**src/hw/lc4_config.svh**
```systemverilog
// **************************************************************************
// LC4 pipeline configuration
// reset fetch address, register count and writeback stall codes
// **************************************************************************
`ifndef LC4_CONFIG_SVH
`define LC4_CONFIG_SVH

// first fetch address after reset
`define LC4_RESET_PC      16'h8200

`define LC4_NUM_REGS      8

// stall codes carried with every retired slot
`define LC4_STALL_NONE    2'd0
`define LC4_STALL_BRANCH  2'd2
`define LC4_STALL_LOAD    2'd3

`endif

```
**src/hw/lc4_isa_pkg.sv**
```systemverilog
// **************************************************************************
// LC4 ISA types
// words, instructions, register selects, condition bits and opcodes
// **************************************************************************
package lc4_isa_pkg;

    // data word, PC or address
    typedef logic [15:0] word_t;

    typedef logic [15:0] insn_t;

    typedef logic [2:0] reg_sel_t;

    // condition bits, negative in bit 2 and positive in bit 0
    typedef logic [2:0] nzp_t;

    typedef logic [3:0] opcode_t;

    // opcodes of the supported subset
    localparam opcode_t OP_BR    = 4'b0000;
    localparam opcode_t OP_ARITH = 4'b0001;
    localparam opcode_t OP_LOGIC = 4'b0101;
    localparam opcode_t OP_LDR   = 4'b0110;
    localparam opcode_t OP_STR   = 4'b0111;
    localparam opcode_t OP_CONST = 4'b1001;
    localparam opcode_t OP_JMP   = 4'b1100;

endpackage

```
**src/hw/lc4_pipe_pkg.sv**
```systemverilog
// **************************************************************************
// LC4 pipeline types
// stall codes and operand bypass sources
// **************************************************************************
package lc4_pipe_pkg;

    typedef logic [1:0] stall_t;

    // where an X-stage operand comes from
    typedef logic [1:0] byp_sel_t;

    localparam byp_sel_t BYP_RF = 2'd0;
    localparam byp_sel_t BYP_M  = 2'd1;
    localparam byp_sel_t BYP_W  = 2'd2;

endpackage

```
**src/hw/lc4_alu.sv**
```systemverilog
// **************************************************************************
// LC4 execute unit
// result, memory address or branch target of the instruction in X
// **************************************************************************
`timescale 1ns/10ps

module lc4_alu (
    input  lc4_isa_pkg::insn_t i_insn,
    input  lc4_isa_pkg::word_t i_pc,
    input  lc4_isa_pkg::word_t i_rs_data,
    input  lc4_isa_pkg::word_t i_rt_data,
    output lc4_isa_pkg::word_t o_result
);
    import lc4_isa_pkg::*;

    word_t imm5;
    word_t imm6;
    word_t imm9;
    word_t imm11;
    word_t pc_inc;

    // sign-extended immediate fields
    assign imm5   = word_t'($signed(i_insn[4:0]));
    assign imm6   = word_t'($signed(i_insn[5:0]));
    assign imm9   = word_t'($signed(i_insn[8:0]));
    assign imm11  = word_t'($signed(i_insn[10:0]));
    assign pc_inc = i_pc + 16'd1;

    always_comb begin
        case (opcode_t'(i_insn[15:12]))
            OP_BR:    o_result = pc_inc + imm9;
            OP_ARITH: begin
                if (i_insn[5]) begin
                    o_result = i_rs_data + imm5;
                end else if (i_insn[4]) begin
                    o_result = i_rs_data - i_rt_data;
                end else begin
                    o_result = i_rs_data + i_rt_data;
                end
            end
            OP_LOGIC: begin
                if (i_insn[5]) begin
                    o_result = i_rs_data & imm5;
                end else begin
                    case (i_insn[4:3])
                        2'b00:   o_result = i_rs_data & i_rt_data;
                        2'b01:   o_result = ~i_rs_data;
                        2'b10:   o_result = i_rs_data | i_rt_data;
                        default: o_result = i_rs_data ^ i_rt_data;
                    endcase
                end
            end
            // base plus offset
            OP_LDR,
            OP_STR:   o_result = i_rs_data + imm6;
            OP_CONST: o_result = imm9;
            OP_JMP:   o_result = pc_inc + imm11;
            default:  o_result = '0;
        endcase
    end

endmodule

```
**src/hw/lc4_decoder.sv**
```systemverilog
// **************************************************************************
// LC4 decoder
// turns one instruction into register selects and control flags
// **************************************************************************
`timescale 1ns/10ps

module lc4_decoder (
    input  lc4_isa_pkg::insn_t    i_insn,
    output lc4_isa_pkg::reg_sel_t o_r1sel,
    output lc4_isa_pkg::reg_sel_t o_r2sel,
    output lc4_isa_pkg::reg_sel_t o_wsel,
    output logic                  o_r1re,
    output logic                  o_r2re,
    output logic                  o_regfile_we,
    output logic                  o_nzp_we,
    output logic                  o_is_load,
    output logic                  o_is_store,
    output logic                  o_is_branch,
    output logic                  o_is_jump
);
    import lc4_isa_pkg::*;

    opcode_t op;
    logic    alu_valid;

    assign op = opcode_t'(i_insn[15:12]);

    // arith keeps ADD, SUB and ADD immediate, MUL and DIV become NOPs
    assign alu_valid = (op == OP_LOGIC) || (op == OP_ARITH && (i_insn[5] || !i_insn[3]));

    always_comb begin
        o_r1sel      = i_insn[8:6];
        // STR carries its data register in the destination field
        o_r2sel      = (op == OP_STR) ? i_insn[11:9] : i_insn[2:0];
        o_wsel       = i_insn[11:9];
        o_r1re       = alu_valid || op == OP_LDR || op == OP_STR;
        // NOT and the immediate forms have no second source
        o_r2re       = op == OP_STR ||
                       (alu_valid && !i_insn[5] && !(op == OP_LOGIC && i_insn[4:3] == 2'b01));
        o_regfile_we = alu_valid || op == OP_LDR || op == OP_CONST;
        o_nzp_we     = o_regfile_we;
        o_is_load    = op == OP_LDR;
        o_is_store   = op == OP_STR;
        // nzp of 000 is a NOP and reads nothing
        o_is_branch  = op == OP_BR && |i_insn[11:9];
        o_is_jump    = op == OP_JMP && i_insn[11];
    end

endmodule

```
**src/hw/lc4_hazard_unit.sv**
```systemverilog
// **************************************************************************
// LC4 hazard unit
// load-to-use stall, MX/WX operand bypass and WM store-data bypass
// **************************************************************************
`timescale 1ns/10ps

module lc4_hazard_unit (
    input  lc4_isa_pkg::reg_sel_t i_d_r1sel,
    input  lc4_isa_pkg::reg_sel_t i_d_r2sel,
    input  logic                  i_d_r1re,
    input  logic                  i_d_r2re,
    input  logic                  i_d_is_branch,
    input  lc4_isa_pkg::reg_sel_t i_x_r1sel,
    input  lc4_isa_pkg::reg_sel_t i_x_r2sel,
    input  lc4_isa_pkg::reg_sel_t i_x_wsel,
    input  logic                  i_x_r1re,
    input  logic                  i_x_r2re,
    input  logic                  i_x_is_load,
    input  lc4_isa_pkg::word_t    i_x_rs_reg,
    input  lc4_isa_pkg::word_t    i_x_rt_reg,
    input  lc4_isa_pkg::reg_sel_t i_m_wsel,
    input  lc4_isa_pkg::reg_sel_t i_m_r2sel,
    input  logic                  i_m_regfile_we,
    input  logic                  i_m_is_store,
    input  lc4_isa_pkg::word_t    i_m_result,
    input  lc4_isa_pkg::word_t    i_m_rt_reg,
    input  lc4_isa_pkg::reg_sel_t i_w_wsel,
    input  logic                  i_w_regfile_we,
    input  lc4_isa_pkg::word_t    i_w_wdata,
    output logic                  o_stall,
    output lc4_isa_pkg::word_t    o_x_rs_data,
    output lc4_isa_pkg::word_t    o_x_rt_data,
    output lc4_isa_pkg::word_t    o_m_store_data
);
    import lc4_isa_pkg::*;
    import lc4_pipe_pkg::*;

    byp_sel_t rs_sel;
    byp_sel_t rt_sel;
    logic     d_needs_load;

    // the youngest writer wins, so M is checked before W
    function automatic byp_sel_t pick_src(input reg_sel_t sel, input logic re);
        if (re && i_m_regfile_we && i_m_wsel == sel) begin
            return BYP_M;
        end
        if (re && i_w_regfile_we && i_w_wsel == sel) begin
            return BYP_W;
        end
        return BYP_RF;
    endfunction

    function automatic word_t pick_data(input byp_sel_t src, input word_t reg_val);
        case (src)
            BYP_M:   return i_m_result;
            BYP_W:   return i_w_wdata;
            default: return reg_val;
        endcase
    endfunction

    // a BR reads nzp, which a load only sets at the end of M
    assign d_needs_load = (i_d_r1re && i_d_r1sel == i_x_wsel) ||
                          (i_d_r2re && i_d_r2sel == i_x_wsel) ||
                          i_d_is_branch;
    assign o_stall = i_x_is_load && d_needs_load;

    always_comb begin
        rs_sel      = pick_src(i_x_r1sel, i_x_r1re);
        rt_sel      = pick_src(i_x_r2sel, i_x_r2re);
        o_x_rs_data = pick_data(rs_sel, i_x_rs_reg);
        o_x_rt_data = pick_data(rt_sel, i_x_rt_reg);
        if (i_m_is_store && i_w_regfile_we && i_w_wsel == i_m_r2sel) begin
            o_m_store_data = i_w_wdata;
        end else begin
            o_m_store_data = i_m_rt_reg;
        end
    end

endmodule

```
**src/hw/lc4_pipeline.sv**
```systemverilog
// **************************************************************************
// LC4 five-stage pipeline
// fetch, decode, execute, memory and writeback with a retirement trace
// **************************************************************************
`timescale 1ns/10ps
`include "lc4_config.svh"

module lc4_pipeline (
    input  logic                  gwe,
    input  logic                  i_rst,
    output lc4_isa_pkg::word_t    o_cur_pc,
    input  lc4_isa_pkg::insn_t    i_cur_insn,
    output lc4_isa_pkg::word_t    o_dmem_addr,
    output lc4_isa_pkg::word_t    o_dmem_towrite,
    output logic                  o_dmem_we,
    input  lc4_isa_pkg::word_t    i_cur_dmem_data,
    output lc4_pipe_pkg::stall_t  o_test_stall,
    output lc4_isa_pkg::word_t    o_test_cur_pc,
    output lc4_isa_pkg::insn_t    o_test_cur_insn,
    output logic                  o_test_regfile_we,
    output logic                  o_test_nzp_we,
    output logic                  o_test_dmem_we,
    output lc4_isa_pkg::reg_sel_t o_test_regfile_wsel,
    output lc4_isa_pkg::word_t    o_test_regfile_data,
    output lc4_isa_pkg::word_t    o_test_dmem_addr,
    output lc4_isa_pkg::word_t    o_test_dmem_data,
    output lc4_isa_pkg::nzp_t     o_test_nzp_new_bits
);
    import lc4_isa_pkg::*;
    import lc4_pipe_pkg::*;

    // fetch and decode
    word_t    f_pc, next_pc, d_pc;
    insn_t    d_insn;
    stall_t   d_stall;
    reg_sel_t d_r1sel, d_r2sel, d_wsel;
    logic     d_r1re, d_r2re, d_regfile_we, d_nzp_we;
    logic     d_is_load, d_is_store, d_is_branch, d_is_jump;
    word_t    rf_rs_data, rf_rt_data;
    logic     stall;

    // execute
    word_t    x_pc;
    insn_t    x_insn;
    stall_t   x_stall;
    reg_sel_t x_r1sel, x_r2sel, x_wsel;
    logic     x_r1re, x_r2re, x_regfile_we, x_nzp_we;
    logic     x_is_load, x_is_store, x_is_branch, x_is_jump;
    word_t    x_rs_reg, x_rt_reg, x_rs_data, x_rt_data, alu_result;
    logic     x_taken;
    nzp_t     nzp_reg;

    // memory and writeback
    word_t    m_pc, m_result, m_rt_reg, m_store_data;
    insn_t    m_insn;
    stall_t   m_stall;
    reg_sel_t m_wsel, m_r2sel;
    logic     m_regfile_we, m_nzp_we, m_is_load, m_is_store;
    word_t    w_pc, w_result, w_load_data, w_store_data, w_wdata;
    insn_t    w_insn;
    stall_t   w_stall;
    reg_sel_t w_wsel;
    logic     w_regfile_we, w_nzp_we, w_is_load, w_is_store;

    function automatic nzp_t nzp_of(input word_t value);
        if (value == '0) begin
            return 3'b010;
        end
        return value[15] ? 3'b100 : 3'b001;
    endfunction

    // branch and jump resolve in X
    assign x_taken = (x_is_branch && |(x_insn[11:9] & nzp_reg)) || x_is_jump;
    assign next_pc = x_taken ? alu_result : (stall ? f_pc : f_pc + 16'd1);

    always_ff @(posedge gwe) begin
        if (i_rst) begin
            f_pc <= `LC4_RESET_PC;
        end else begin
            f_pc <= next_pc;
        end
    end

    // D holds on a stall and is squashed by a taken branch
    always_ff @(posedge gwe) begin
        if (i_rst || x_taken) begin
            d_insn  <= '0;
            d_stall <= `LC4_STALL_BRANCH;
        end else if (!stall) begin
            d_pc    <= f_pc;
            d_insn  <= i_cur_insn;
            d_stall <= `LC4_STALL_NONE;
        end
    end

    lc4_decoder u_decoder (
        .i_insn       (d_insn),
        .o_r1sel      (d_r1sel),
        .o_r2sel      (d_r2sel),
        .o_wsel       (d_wsel),
        .o_r1re       (d_r1re),
        .o_r2re       (d_r2re),
        .o_regfile_we (d_regfile_we),
        .o_nzp_we     (d_nzp_we),
        .o_is_load    (d_is_load),
        .o_is_store   (d_is_store),
        .o_is_branch  (d_is_branch),
        .o_is_jump    (d_is_jump)
    );

    lc4_regfile u_regfile (
        .gwe       (gwe),
        .i_rst     (i_rst),
        .i_rs      (d_r1sel),
        .i_rt      (d_r2sel),
        .o_rs_data (rf_rs_data),
        .o_rt_data (rf_rt_data),
        .i_rd      (w_wsel),
        .i_wdata   (w_wdata),
        .i_rd_we   (w_regfile_we)
    );

    always_ff @(posedge gwe) begin
        x_pc     <= d_pc;
        x_r1sel  <= d_r1sel;
        x_r2sel  <= d_r2sel;
        x_wsel   <= d_wsel;
        x_rs_reg <= rf_rs_data;
        x_rt_reg <= rf_rt_data;
        if (i_rst || x_taken || stall) begin
            // flushed or load-use slot enters X as a bubble
            x_insn       <= '0;
            x_stall      <= (i_rst || x_taken) ? `LC4_STALL_BRANCH : `LC4_STALL_LOAD;
            x_r1re       <= 1'b0;
            x_r2re       <= 1'b0;
            x_regfile_we <= 1'b0;
            x_nzp_we     <= 1'b0;
            x_is_load    <= 1'b0;
            x_is_store   <= 1'b0;
            x_is_branch  <= 1'b0;
            x_is_jump    <= 1'b0;
        end else begin
            x_insn       <= d_insn;
            x_stall      <= d_stall;
            x_r1re       <= d_r1re;
            x_r2re       <= d_r2re;
            x_regfile_we <= d_regfile_we;
            x_nzp_we     <= d_nzp_we;
            x_is_load    <= d_is_load;
            x_is_store   <= d_is_store;
            x_is_branch  <= d_is_branch;
            x_is_jump    <= d_is_jump;
        end
    end

    lc4_hazard_unit u_hazard_unit (
        .i_d_r1sel      (d_r1sel),
        .i_d_r2sel      (d_r2sel),
        .i_d_r1re       (d_r1re),
        .i_d_r2re       (d_r2re),
        .i_d_is_branch  (d_is_branch),
        .i_x_r1sel      (x_r1sel),
        .i_x_r2sel      (x_r2sel),
        .i_x_wsel       (x_wsel),
        .i_x_r1re       (x_r1re),
        .i_x_r2re       (x_r2re),
        .i_x_is_load    (x_is_load),
        .i_x_rs_reg     (x_rs_reg),
        .i_x_rt_reg     (x_rt_reg),
        .i_m_wsel       (m_wsel),
        .i_m_r2sel      (m_r2sel),
        .i_m_regfile_we (m_regfile_we),
        .i_m_is_store   (m_is_store),
        .i_m_result     (m_result),
        .i_m_rt_reg     (m_rt_reg),
        .i_w_wsel       (w_wsel),
        .i_w_regfile_we (w_regfile_we),
        .i_w_wdata      (w_wdata),
        .o_stall        (stall),
        .o_x_rs_data    (x_rs_data),
        .o_x_rt_data    (x_rt_data),
        .o_m_store_data (m_store_data)
    );

    lc4_alu u_alu (
        .i_insn    (x_insn),
        .i_pc      (x_pc),
        .i_rs_data (x_rs_data),
        .i_rt_data (x_rt_data),
        .o_result  (alu_result)
    );

    // the younger op in X wins over a load finishing in M
    always_ff @(posedge gwe) begin
        if (i_rst) begin
            nzp_reg <= '0;
        end else if (x_nzp_we && !x_is_load) begin
            nzp_reg <= nzp_of(alu_result);
        end else if (m_nzp_we && m_is_load) begin
            nzp_reg <= nzp_of(i_cur_dmem_data);
        end
    end

    always_ff @(posedge gwe) begin
        m_pc     <= x_pc;
        m_insn   <= x_insn;
        m_wsel   <= x_wsel;
        m_r2sel  <= x_r2sel;
        m_result <= alu_result;
        m_rt_reg <= x_rt_data;
        if (i_rst) begin
            m_stall      <= `LC4_STALL_BRANCH;
            m_regfile_we <= 1'b0;
            m_nzp_we     <= 1'b0;
            m_is_load    <= 1'b0;
            m_is_store   <= 1'b0;
        end else begin
            m_stall      <= x_stall;
            m_regfile_we <= x_regfile_we;
            m_nzp_we     <= x_nzp_we;
            m_is_load    <= x_is_load;
            m_is_store   <= x_is_store;
        end
    end

    always_ff @(posedge gwe) begin
        w_pc         <= m_pc;
        w_insn       <= m_insn;
        w_wsel       <= m_wsel;
        w_result     <= m_result;
        w_load_data  <= i_cur_dmem_data;
        w_store_data <= m_store_data;
        if (i_rst) begin
            w_stall      <= `LC4_STALL_BRANCH;
            w_regfile_we <= 1'b0;
            w_nzp_we     <= 1'b0;
            w_is_load    <= 1'b0;
            w_is_store   <= 1'b0;
        end else begin
            w_stall      <= m_stall;
            w_regfile_we <= m_regfile_we;
            w_nzp_we     <= m_nzp_we;
            w_is_load    <= m_is_load;
            w_is_store   <= m_is_store;
        end
    end

    assign w_wdata = w_is_load ? w_load_data : w_result;

    assign o_cur_pc       = f_pc;
    assign o_dmem_addr    = m_result;
    assign o_dmem_we      = m_is_store;
    assign o_dmem_towrite = m_store_data;

    // retirement trace
    assign o_test_stall        = w_stall;
    assign o_test_cur_pc       = w_pc;
    assign o_test_cur_insn     = w_insn;
    assign o_test_regfile_we   = w_regfile_we;
    assign o_test_regfile_wsel = w_wsel;
    assign o_test_regfile_data = w_wdata;
    assign o_test_nzp_we       = w_nzp_we;
    assign o_test_nzp_new_bits = nzp_of(w_wdata);
    assign o_test_dmem_we      = w_is_store;
    assign o_test_dmem_addr    = (w_is_load || w_is_store) ? w_result : '0;
    assign o_test_dmem_data    = w_is_load ? w_load_data : (w_is_store ? w_store_data : '0);

endmodule

```
**src/hw/lc4_regfile.sv**
```systemverilog
// **************************************************************************
// LC4 register file
// eight registers, two read ports with write-through, one write port
// **************************************************************************
`timescale 1ns/10ps
`include "lc4_config.svh"

module lc4_regfile (
    input  logic                  gwe,
    input  logic                  i_rst,
    input  lc4_isa_pkg::reg_sel_t i_rs,
    input  lc4_isa_pkg::reg_sel_t i_rt,
    output lc4_isa_pkg::word_t    o_rs_data,
    output lc4_isa_pkg::word_t    o_rt_data,
    input  lc4_isa_pkg::reg_sel_t i_rd,
    input  lc4_isa_pkg::word_t    i_wdata,
    input  logic                  i_rd_we
);
    import lc4_isa_pkg::*;

    word_t regs [`LC4_NUM_REGS];

    always_ff @(posedge gwe) begin
        if (i_rst) begin
            for (int i = 0; i < `LC4_NUM_REGS; i++) begin
                regs[i] <= '0;
            end
        end else if (i_rd_we) begin
            regs[i_rd] <= i_wdata;
        end
    end

    // D reads the value that W is retiring this cycle
    assign o_rs_data = (i_rd_we && i_rd == i_rs) ? i_wdata : regs[i_rs];
    assign o_rt_data = (i_rd_we && i_rd == i_rt) ? i_wdata : regs[i_rt];

endmodule

```
**config.mk**
```make
export PLATFORM = sky130hd
export DESIGN_NAME = lc4_pipeline
export DESIGN_NICKNAME = d
export VERILOG_FILES = /design/src/hw/lc4_isa_pkg.sv /design/src/hw/lc4_pipe_pkg.sv /design/src/hw/lc4_alu.sv /design/src/hw/lc4_decoder.sv /design/src/hw/lc4_hazard_unit.sv /design/src/hw/lc4_pipeline.sv /design/src/hw/lc4_regfile.sv
export VERILOG_INCLUDE_DIRS = /design/src /design/src/hw
export SDC_FILE = /design/constraint.sdc
export NUM_CORES = 1
export LEC_CHECK = 0
export ABC_AREA = 1
export BUFFER_PORTS_ARGS = -buffer_cell sky130_fd_sc_hd__clkbuf_2
export CAP_MARGIN = 15
export CORE_ASPECT_RATIO = 1.2
export CORE_MARGIN = 4
export CORE_UTILIZATION = 45
export CTS_CLUSTER_DIAMETER = 30
export DETAILED_ROUTE_END_ITERATION = 8
export PLACE_DENSITY_LB_ADDON = 0.12
export REMOVE_ABC_BUFFERS = 1
export SYNTH_ARGS = -nofsm -noshare
export SYNTH_HDL_FRONTEND = slang
export SYNTH_SLANG_ARGS = --single-unit
```
**constraint.sdc**
```tcl
create_clock -name gwe -period 7.2 [get_ports gwe]
set_clock_uncertainty 0.1 [all_clocks]
set_input_delay 0.72 -clock gwe [delete_from_list [all_inputs] [get_ports gwe]]
set_output_delay 0.72 -clock gwe [all_outputs]
set_load 0.02 [all_outputs]
```
==> summary by stage <==
Outcome
The run finished with clean final reports.

Critical path
Of all nets on the critical path, the largest fanout is 14. The category of the most critical setup path is reg -> reg. STA classifies the critical path startpoint as a flip-flop. Together, buffers and inverters on the worst path number 5.

The top cell family by delay on the critical path is simple AND/OR/NAND/NOR gates. Data on the critical path is required at its endpoint by 7630 ps. The arrival time of data at the critical path endpoint is 6680 ps. For this design, the slowest cell found on the critical path is dfxtp_1. The stage delay of the slowest cell on the critical path is 420 ps. The most numerous cell type found on the critical path is nand2_1.

The worst setup path is captured at a flip-flop.

Detailed routing
The routed wire length per instance is 21.6 µm. The via-per-instance ratio is 5.60. The detailed router's first-iteration violation count is 1620. Wires add up to 72000 µm. The total via count after detailed routing is 18700. The total DRC errors in the routed layout is 0. The number of nets with antenna violations after routing is 0.

The total iterations of the first detailed-routing run is 6.

CTS
The post-CTS setup-driven buffer insertion count is 0. Clock-pin slew was measured on the worst setup and hold paths at 60 ps. Counting along the longest clock path gives a buffer depth of 3.

The total number of clock tree sinks is 428. The total of hold buffers inserted after clock tree synthesis is 0. The clock tree root driver cell is clkbuf_16. The TritonCTS clock tree is done. Gates resized during post-CTS repair numbered 0. Counting the buffers created by CTS gives 78. The H-tree was split into 3 levels.

The later pin in the worst-skew pair is clocked with a latency of 620 ps.

Global routing
The number of antenna violations at the first check in global routing came to 1. The aggregate global-route resource usage is 28.7%. The number of global-route vias before repair is 17900. The first-pass GRT wire length is 107000 µm.

Entering global routing, the biggest net connects 77 pins. Summed over all layers, the global routing overflow is 0.

Timing
The number of slew-limit violations in the final report is 0. Setup repair after global routing left no endpoint under its margin. The sum of negative setup slack is 0 ps. The count of final hold-check violations is 0. The final setup violation count is 0. Timing would allow up to 160 MHz. The worst path in the final design needs a cycle of 6250 ps, including I/O delays and setup. The worst path uses 86.8% of the clock period. In this run the tightest slew margin relative to its limit is 25.8%.

At the pin with the least slew margin, the transition time is 1110 ps.

Final layout
The area of the multi-input gates is 0.00873 mm². The area growth from synthesis to layout is 20.2%. The total number of nets in the final design is 2761. The register with the most flip-flops in the layout has 128 of them. The total of fill cells in the finished design is 4146. Cells with a size suffix above 1 make up 15.2% of the layout. Once layout is complete, the utilization of the core stands at 54.6%. More flip-flops sit in one register than any other, and that register is u_regfile.regs. Across the whole layout, storage elements account for 0.0100 mm². The number of antenna diodes is 0.

Synthesis
The post-synthesis cell count is 2504. The number of distinct library cells after synthesis is 51. The synthesized cell area is 0.0203 mm². Sequential elements use 49.2% of the synthesized area. Yosys instantiated no cell more often than nand2_1. The synthesized design contains 428 register bits. The proportion of register bits with asynchronous set or reset after synthesis is 0%.

In the post-synthesis netlist, the biggest area contributors are dfxtp_1, edfxtp_1, o21ai_0, nand2_1, nor2_1. The dominant register cell in the synthesized netlist is dfxtp_1. Yosys mapped a number of flops with a built-in enable equal to 144.

The commonest cells after synthesis are nand2_1, nor2_1, o21ai_0. The count of warnings emitted by yosys is 0. The top cell type by area accounts for 28.0% of the synthesized area. The largest total area in the synthesized netlist belongs to dfxtp_1.

Dividing the synthesized area by the synthesized cell count gives 8.12 µm².

Pwr
The analysis attributes to cell leakage a power of 0.0108 µW. The worst supply voltage drop on vdd is 209 µV. The cell area power density is 317 mW/mm².

Floorplanning
The placeable core region is 0.0448 mm². The die covers 0.0487 mm². The number of top-level pins is 174. In this run the horizontal extent of the chip is 202 µm. In this run the vertical extent of the chip is 241 µm.

After floorplanning, the core was divided into 85 placement rows. The effective utilization at floorplan is 45.4%.

Placed design
The global placement routability congestion is 0.931. The port buffer count is 173. Detailed placement ended at an HPWL of 50400 µm.

Hold path
The classification of the worst-slack hold path is in -> reg.

Flow run
The max-capacitance violation count is 0.
## metal layers
metal  vias to the layer above  share of wire, %  track usage [%]
met3                       197               9.4             6.02
met1                      8757                43             39.2
met5                         -             0.018                0
li1                       8681                 -                -
met2                      1025                43             44.4
met4                         2               4.0             12.6
## report_power, final
part | total, µW | switching [µW] | internal (µW)
Clock | 3820 | 1380 | 2440
Combinational | 1140 | 823 | 313
Sequential | 2780 | 123 | 2660
Total | 7740 | 2320 | 5420
## per-stage QoR
| stage | worst slack (ps) | power (µW) | instance area [µm²] | hold WS, ps | instances |
|---|---|---|---|---|---|
| after detailed placement | 1150 | 3940 | 21600 | 212 | 3188 |
| final | 949 | 7740 | 24400 | 123 | 3334 |
| after CTS | 1090 | 7750 | 24400 | 100 | 3334 |
| after global routing | 339 | 8010 | 24400 | 119 | 3334 |
| after floorplan | 294 | 3470 | 19800 | 210 | 2383 |
| after global placement | 1370 | 3930 | 21600 | 210 | 3188 |
## final cells by class
| class | count | area share (%) |
|---|---|---|
| inverters | 294 | 4.52 |
| clock buffers | 90 | 8.60 |
| clock inverters | 56 | 2.84 |
| flip-flops and latches | 428 | 41.0 |
| well taps | 609 | 3.12 |
| repair buffers | 196 | 4.25 |
| multi-input cells | 1661 | 35.7 |
## logic make-up after synthesis
family,count (synthesis),share of synthesized area (%)
fa+ha+maj,68,4.26
buf+inv,415,7.95
xor+xnor,46,2.13
compound gates,590,16.2
flops,428,49.2
simple gates,957,20.2
## cells in the final DEF (no fill, tap or decap), drive strengths merged, types with 26 or more instances in the layout
| cell type | count |
|---|---|
| dfxtp | 284 |
| nand3 | 119 |
| xor2 | 33 |
| edfxtp | 144 |
| nand2 | 383 |
| ha | 66 |
| clkbuf | 263 |
| inv | 312 |
| o211ai | 26 |
| o21ai | 306 |
| a21oi | 172 |
| nor2 | 384 |
## path summary, 6_finish.rpt
kind,startpoint,endpoint,slack [ps],cells past startpoint
worst max register to register,x_r2sel[1],nzp_reg[1],950,39
worst min register to register,m_insn[7],o_test_cur_insn[7],220,0
worst max-delay path,x_r2sel[1],nzp_reg[1],950,39
worst min-delay path,i_cur_dmem_data[10],w_load_data[10],120,1
Power figures use the tool's default switching activity.
